--- config.mk ---
export PLATFORM = sky130hd
export DESIGN_NAME = dcache_ctrl
export DESIGN_NICKNAME = d
export VERILOG_FILES = /design/src/common/dcache_pkg.sv /design/src/dcache/dcache_ctrl.sv
export VERILOG_INCLUDE_DIRS = /design/src /design/src/common
export SDC_FILE = /design/constraint.sdc
export NUM_CORES = 1
export LEC_CHECK = 0
export ABC_AREA = 0
export BUFFER_PORTS_ARGS = -buffer_cell sky130_fd_sc_hd__buf_4
export CAP_MARGIN = 20
export CORE_AREA = 2 2 208 210
export CTS_CLUSTER_SIZE = 30
export DETAILED_ROUTE_END_ITERATION = 10
export DIE_AREA = 0 0 210 212
export SYNTH_ARGS = -nofsm -noshare
export SYNTH_HDL_FRONTEND = slang
export SYNTH_SLANG_ARGS = --single-unit
--- constraint.sdc ---
create_clock -name clk -period 4.5 [get_ports clk]
set_clock_uncertainty 0.1 [all_clocks]
set_input_delay 0.675 -clock clk [delete_from_list [all_inputs] [get_ports clk]]
set_output_delay 0.675 -clock clk [all_outputs]
set_load 0.005 [all_outputs]
--- src/common/dcache_defs.svh ---
// cache geometry, bus widths and memory credit macros
`ifndef DCACHE_DEFS_SVH
`define DCACHE_DEFS_SVH

// address split: tag | index | byte offset
`define DCACHE_ADDR_W      32
`define DCACHE_TAG_W       23
`define DCACHE_INDEX_W     6
`define DCACHE_OFFSET_W    3

// one 64-bit word per line
`define DCACHE_DATA_W      64
`define DCACHE_STRB_W      8

`define DCACHE_SETS        64

// saturating per-way age
`define DCACHE_AGE_W       3

// memory side flow control
`define DCACHE_MEM_CREDITS 2
`define DCACHE_CREDIT_W    2

`endif

--- src/common/dcache_pkg.sv ---
// shared vector types and controller state encoding for the data cache
`include "dcache_defs.svh"

package dcache_pkg;

    typedef logic [`DCACHE_ADDR_W-1:0]   addr_t;
    typedef logic [`DCACHE_DATA_W-1:0]   data_t;
    typedef logic [`DCACHE_STRB_W-1:0]   strb_t;
    typedef logic [`DCACHE_TAG_W-1:0]    tag_t;
    typedef logic [`DCACHE_INDEX_W-1:0]  index_t;
    typedef logic [`DCACHE_AGE_W-1:0]    age_t;
    typedef logic [`DCACHE_CREDIT_W-1:0] credit_t;

    // one request in flight, misses loop back to lookup
    typedef enum logic [2:0] {
        IDLE,
        LOOKUP,
        RESPOND,
        WRITEBACK,
        FILL_REQ,
        FILL_WAIT
    } ctrl_state_t;

endpackage

--- src/dcache/dcache_ctrl.sv ---
// request register, cache FSM, memory credit counter and array control
`timescale 1ns/1ps
`include "dcache_defs.svh"

module dcache_ctrl (
    input  logic                clk,
    input  logic                rst_n_i,
    // cpu side
    input  logic                cpu_valid_i,
    input  logic                cpu_write_i,
    input  dcache_pkg::addr_t   cpu_addr_i,
    input  dcache_pkg::data_t   cpu_wdata_i,
    input  dcache_pkg::strb_t   cpu_wstrb_i,
    output logic                cpu_ready_o,
    output logic                cpu_resp_valid_o,
    output dcache_pkg::data_t   cpu_rdata_o,
    // memory side
    output logic                mem_req_valid_o,
    output logic                mem_req_write_o,
    output dcache_pkg::addr_t   mem_req_addr_o,
    output dcache_pkg::data_t   mem_req_data_o,
    input  logic                mem_credit_i,
    input  logic                mem_rdata_valid_i,
    input  dcache_pkg::data_t   mem_rdata_i,
    // tag array
    input  logic                hit_i,
    input  logic                hit_way_i,
    input  logic                victim_way_i,
    input  logic                victim_dirty_i,
    input  dcache_pkg::tag_t    victim_tag_i,
    output dcache_pkg::index_t  index_o,
    output dcache_pkg::tag_t    tag_o,
    output logic                fill_en_o,
    output logic                fill_way_o,
    output logic                mark_dirty_en_o,
    output logic                mark_dirty_way_o,
    output logic                clean_en_o,
    // lru
    output logic                touch_en_o,
    output logic                touch_way_o,
    // data array
    input  dcache_pkg::data_t   rd_data_i,
    output logic                rd_way_o,
    output logic                wr_en_o,
    output logic                wr_way_o,
    output dcache_pkg::data_t   wr_data_o,
    output dcache_pkg::strb_t   wr_strb_o
);
    import dcache_pkg::*;

    ctrl_state_t state_q;
    ctrl_state_t state_d;
    credit_t     credit_q;
    logic        have_credit;

    logic        req_write_q;
    tag_t        req_tag_q;
    index_t      req_index_q;
    data_t       req_wdata_q;
    strb_t       req_wstrb_q;

    assign cpu_ready_o      = (state_q == IDLE);
    assign cpu_resp_valid_o = (state_q == RESPOND);
    assign cpu_rdata_o      = rd_data_i;
    assign have_credit      = (credit_q != '0);

    always_ff @(posedge clk) begin
        if (cpu_valid_i && cpu_ready_o) begin
            req_write_q <= cpu_write_i;
            req_tag_q   <= cpu_addr_i[`DCACHE_ADDR_W-1 -: `DCACHE_TAG_W];
            req_index_q <= cpu_addr_i[`DCACHE_OFFSET_W +: `DCACHE_INDEX_W];
            req_wdata_q <= cpu_wdata_i;
            req_wstrb_q <= cpu_wstrb_i;
        end
    end

    assign index_o = req_index_q;
    assign tag_o   = req_tag_q;

    always_comb begin
        state_d = state_q;
        case (state_q)
            IDLE: begin
                if (cpu_valid_i) begin
                    state_d = LOOKUP;
                end
            end
            LOOKUP: begin
                if (hit_i) begin
                    state_d = RESPOND;
                end else if (victim_dirty_i) begin
                    state_d = WRITEBACK;
                end else begin
                    state_d = FILL_REQ;
                end
            end
            RESPOND: state_d = IDLE;
            WRITEBACK: begin
                if (have_credit) begin
                    state_d = FILL_REQ;
                end
            end
            FILL_REQ: begin
                if (have_credit) begin
                    state_d = FILL_WAIT;
                end
            end
            FILL_WAIT: begin
                // retry the lookup which now hits
                if (mem_rdata_valid_i) begin
                    state_d = LOOKUP;
                end
            end
            default: state_d = IDLE;
        endcase
    end

    always_ff @(posedge clk) begin
        if (!rst_n_i) begin
            state_q  <= IDLE;
            credit_q <= credit_t'(`DCACHE_MEM_CREDITS);
        end else begin
            state_q  <= state_d;
            credit_q <= credit_q + credit_t'(mem_credit_i) - credit_t'(mem_req_valid_o);
        end
    end

    // memory requests held back while out of credits
    assign mem_req_valid_o = have_credit && (state_q == WRITEBACK || state_q == FILL_REQ);
    assign mem_req_write_o = (state_q == WRITEBACK);
    assign mem_req_addr_o  = (state_q == WRITEBACK) ?
                             {victim_tag_i, req_index_q, `DCACHE_OFFSET_W'(0)} :
                             {req_tag_q, req_index_q, `DCACHE_OFFSET_W'(0)};
    // victim word was read out during lookup
    assign mem_req_data_o  = rd_data_i;
    assign clean_en_o      = (state_q == WRITEBACK) && have_credit;

    // hit way while resident and victim way otherwise
    assign rd_way_o = hit_i ? hit_way_i : victim_way_i;

    assign fill_en_o        = (state_q == FILL_WAIT) && mem_rdata_valid_i;
    assign fill_way_o       = victim_way_i;
    assign mark_dirty_en_o  = (state_q == RESPOND) && req_write_q;
    assign mark_dirty_way_o = hit_way_i;
    assign touch_en_o       = (state_q == RESPOND);
    assign touch_way_o      = hit_way_i;

    assign wr_en_o   = mark_dirty_en_o || fill_en_o;
    assign wr_way_o  = (state_q == FILL_WAIT) ? victim_way_i : hit_way_i;
    assign wr_data_o = (state_q == FILL_WAIT) ? mem_rdata_i : req_wdata_q;
    assign wr_strb_o = (state_q == FILL_WAIT) ? '1 : req_wstrb_q;

    // out of credits nothing goes out until one returns
    assert property (@(posedge clk) disable iff (!rst_n_i)
        credit_q == '0 && !mem_credit_i |=> !mem_req_valid_o)
        else $error("memory request issued without a returned credit");

    assert property (@(posedge clk) disable iff (!rst_n_i)
        credit_q <= credit_t'(`DCACHE_MEM_CREDITS))
        else $error("credit count %0d above initial value", credit_q);

    // fill data only expected while a fill is pending
    assert property (@(posedge clk) disable iff (!rst_n_i)
        mem_rdata_valid_i |-> state_q == FILL_WAIT)
        else $error("fill data outside FILL_WAIT, state %s", state_q.name());

endmodule

==> summary.md <==
| Metric | Value |
|---|---|
| Status | `complete, no violations` |
| Critical path type | `reg -> out` |
| Pleak | `between 0.003 and 0.004 uW` |
| CTS Hold Bufs | `0` |
| Clk sink count | `between 100 and 150` |
| Grt total ovfl | `0` |
| Post-DRT Antenna Nets | `0` |
| Cell with the largest stage delay on the worst path | `inv_2` |
| Placer Congestion | `around 0.77` |
| TritonCTS clock tree | `built` |
| Final Cycle Share | `75.5%` |
| Synthesized instance count | `a little under 600` |
| Post-DP HPWL | `21300 um` |
| Rows | `76` |
| Worst EP required | `about 3.7 ns` |
| CP max FO | `26` |
| Dominant synthesized flop cell | `edfxtp_1` |
| Number of synthesized flops with an enable pin | `102` |
| Core area | `approximately 0.043 mm2` |
| Largest area contributor in the netlist | `edfxtp_1` |
| Min cycle time layout | `between 3 and 4 ns` |
| Actual slew at the worst max-slew pin | `about 0.77 ns` |
| # port buffers | `around 340` |
| Resized Gates After CTS | `0` |
| Worst vdd rail ir drop | `~0.28 mV` |
| Most frequent cell after synthesis | `nand2_1` |
| DRT iter0 DRCs | `roughly 150` |
| Inserted Clock Buffers | `9` |
| Worst setup margin | `approximately 1.1 ns` |
| Syn Std Cell Area | `between 0.005 and 0.006 mm2` |
| Unrepaired setup endpoints after global routing | `false` |
| Setup tns final | `0 ns` |
| Top cells by count, synth | `268 x nand2_1, 141 x buf_4, 102 x edfxtp_1` |
| Share of cells above drive strength 1 | `47.1%` |
| Critical path launch point type | `flip-flop` |
| Worst-path cell chain | `nand3b_2 > inv_2 > nand2_1 > nand2_1 > buf_4` |
| Power per cell area | `470 mW/mm2` |
| GRT Resource Usage Total | `11.1%` |
| Pre-CTS WS | `between 1 and 1.5 ns` |
| Placed insts | `about 1300` |
| Number of setup buffers added after CTS | `0` |
| Synth top area cells | `edfxtp_1 54%, buf_4 19%, nand2_1 18%, dfxtp_1 1.8%, nand2b_1 0.99%` |
| Max Slew Vio Count | `0` |
| Drt via density | `approximately 3.4` |
| Initial Utilization | `13.4%` |
| Final setup viols | `0` |
| Area Overhead vs Synth | `42.5%` |
| Post-route insts no fill | `1330` |
| H-tree levels | `3` |
| CP Capture Type | `primary output` |
| Root buf cell | `clkbuf_16` |
| Worst Path Arrival | `approximately 2.6 ns` |
| First-pass GRT wire length | `roughly 34000 um` |
| Rel. slew slack | `between 40% and 50%` |
| Ant diodes | `0` |
| Critical Path Max Stage Delay | `approximately 0.69 ns` |
| Residual DRC | `0` |
| DRT Pass-1 Iters | `4` |
| Synth Register Bits | `107` |
| Die width | `~210 um` |
| Die height | `between 200 and 250 um` |
| Io pins | `540` |
| Filler cells | `4645` |
| Vias | `~4500` |
| Final hold violations | `0` |
| DIE AREA | `~0.045 mm2` |
| Drt wl/cell | `between 15 and 20 um` |
| Clk_lat worst skew | `around 0.38 ns` |
| CTS clk-pin slew, worst paths | `~0.08 ns` |
| Sequential area share after synthesis | `a little under three fifths` |
| Hold/Removal Path Class | `in -> reg` |
| Largest net degree at the start of global routing | `74` |
| Avg Inst Size Synth | `slightly below 10 um2` |
| Max-cap viol count | `0` |
| Total Nets Final | `about 1000` |
| Initial antenna violation count | `3` |
| Clk buf depth | `2` |
| Synth unique cells | `35` |
| Async set or reset register ratio after synthesis | `0%` |
| Fmax achieved | `a little under 300 MHz` |
| Top-area cell type share of the netlist area | `53.9%` |
| Final WL | `around 26000 um` |
| Cell mode on critical path | `nand2_1` |
| Vias in the first global route | `4430` |
| Yosys warns | `0` |
## report_power, final
group / internal (uW) / switching (uW)
Sequential: 1400 / 113
Clock: 442 / 398
Combinational: 724 / 722
Total: 2570 / 1230
## path summary, 6_finish.rpt
kind	cells after the start	to	start	slack, ns
setup / recovery	5	mem_req_addr_o[9]	state_q[1]$_SDFFE_PN0P_	1.10
hold / removal	1	tag_o[14]$_DFFE_PP_	cpu_addr_i[23]	0.36
setup reg to reg	9	credit_q[1]$_SDFF_PN1_	state_q[1]$_SDFFE_PN0P_	1.75
hold reg to reg	2	credit_q[1]$_SDFF_PN1_	credit_q[1]$_SDFF_PN1_	0.42
## flip-flops by register name (all words and copies together) (netlist names)
name,flops
req_wdata_q,64
tag_o,23
req_wstrb_q,8
index_o,6
state_q,3
credit_q,2
req_write_q,1
## cell type report
type	count	area [um2]	area share (%)
inverters	4	15.0	0.186
repair buffers	344	2590	32.1
well taps	546	683	8.44
multi-input cells	313	1340	16.5
clock buffers	13	283	3.49
flip-flops and latches	107	3160	39.1
clock inverters	3	17.5	0.216
## kinds of logic after synthesis
family / after synthesis / synth area share (%)
compound gates: 8 / 1.12
xor+xnor: 2 / 0.309
fa+ha+maj: 2 / 0.441
buf+inv: 167 / 21.0
flops: 107 / 55.7
mux: 2 / 0.375
other cells: 1 / 0.0660
simple gates: 296 / 21.0
## critical path, delay by kind of cell (launching register included)
| family | cells | cell delay, ns |
|---|---|---|
| DFF | 1 | 0.55 |
| buffers and inverters | 2 | 0.83 |
| and+or+nand+nor | 3 | 0.85 |
## per-layer routing
layer  up-vias  global-route usage (%)  share of wire [%]
met1      2001                    9.35                 29
met5         -                       0               0.12
met4         4                    5.72                3.7
met3        56                    6.23                 13
met2       357                    20.8                 54
li1       2109                       -                  -
## placed cells by master, fill, tap and decap left out, types with 2 or more instances in the layout
cell	synthesis	routed
buf_4	141	343
nand2_1	268	268
edfxtp_1	102	102
clkbuf_16	0	11
nand2b_1	9	9
dfxtp_1	5	5
nor2_1	3	3
inv_1	3	3
nand3b_1	3	3
and2_1	4	3
conb_1	1	3
a21oi_1	2	2
a21oi_2	2	2
ha_1	2	2
clkinv_2	0	2
clkbuf_1	8	2
## per-stage QoR
| step | instance area, um2 | util, % | power [uW] | hold slack, ns |
|---|---|---|---|---|
| CTS | 8090 | 19.0 | 3900 | 0.314 |
| detailed placement | 7790 | 18.3 | 3030 | 0.399 |
| global placement | 7790 | 18.3 | 3010 | 0.380 |
| floorplan | 5690 | - | 2230 | 0.365 |
| global route | 8090 | 19.0 | 4060 | 0.326 |
| finish | 8090 | 19.0 | 3800 | 0.361 |
(Power assumes the default switching activity.)
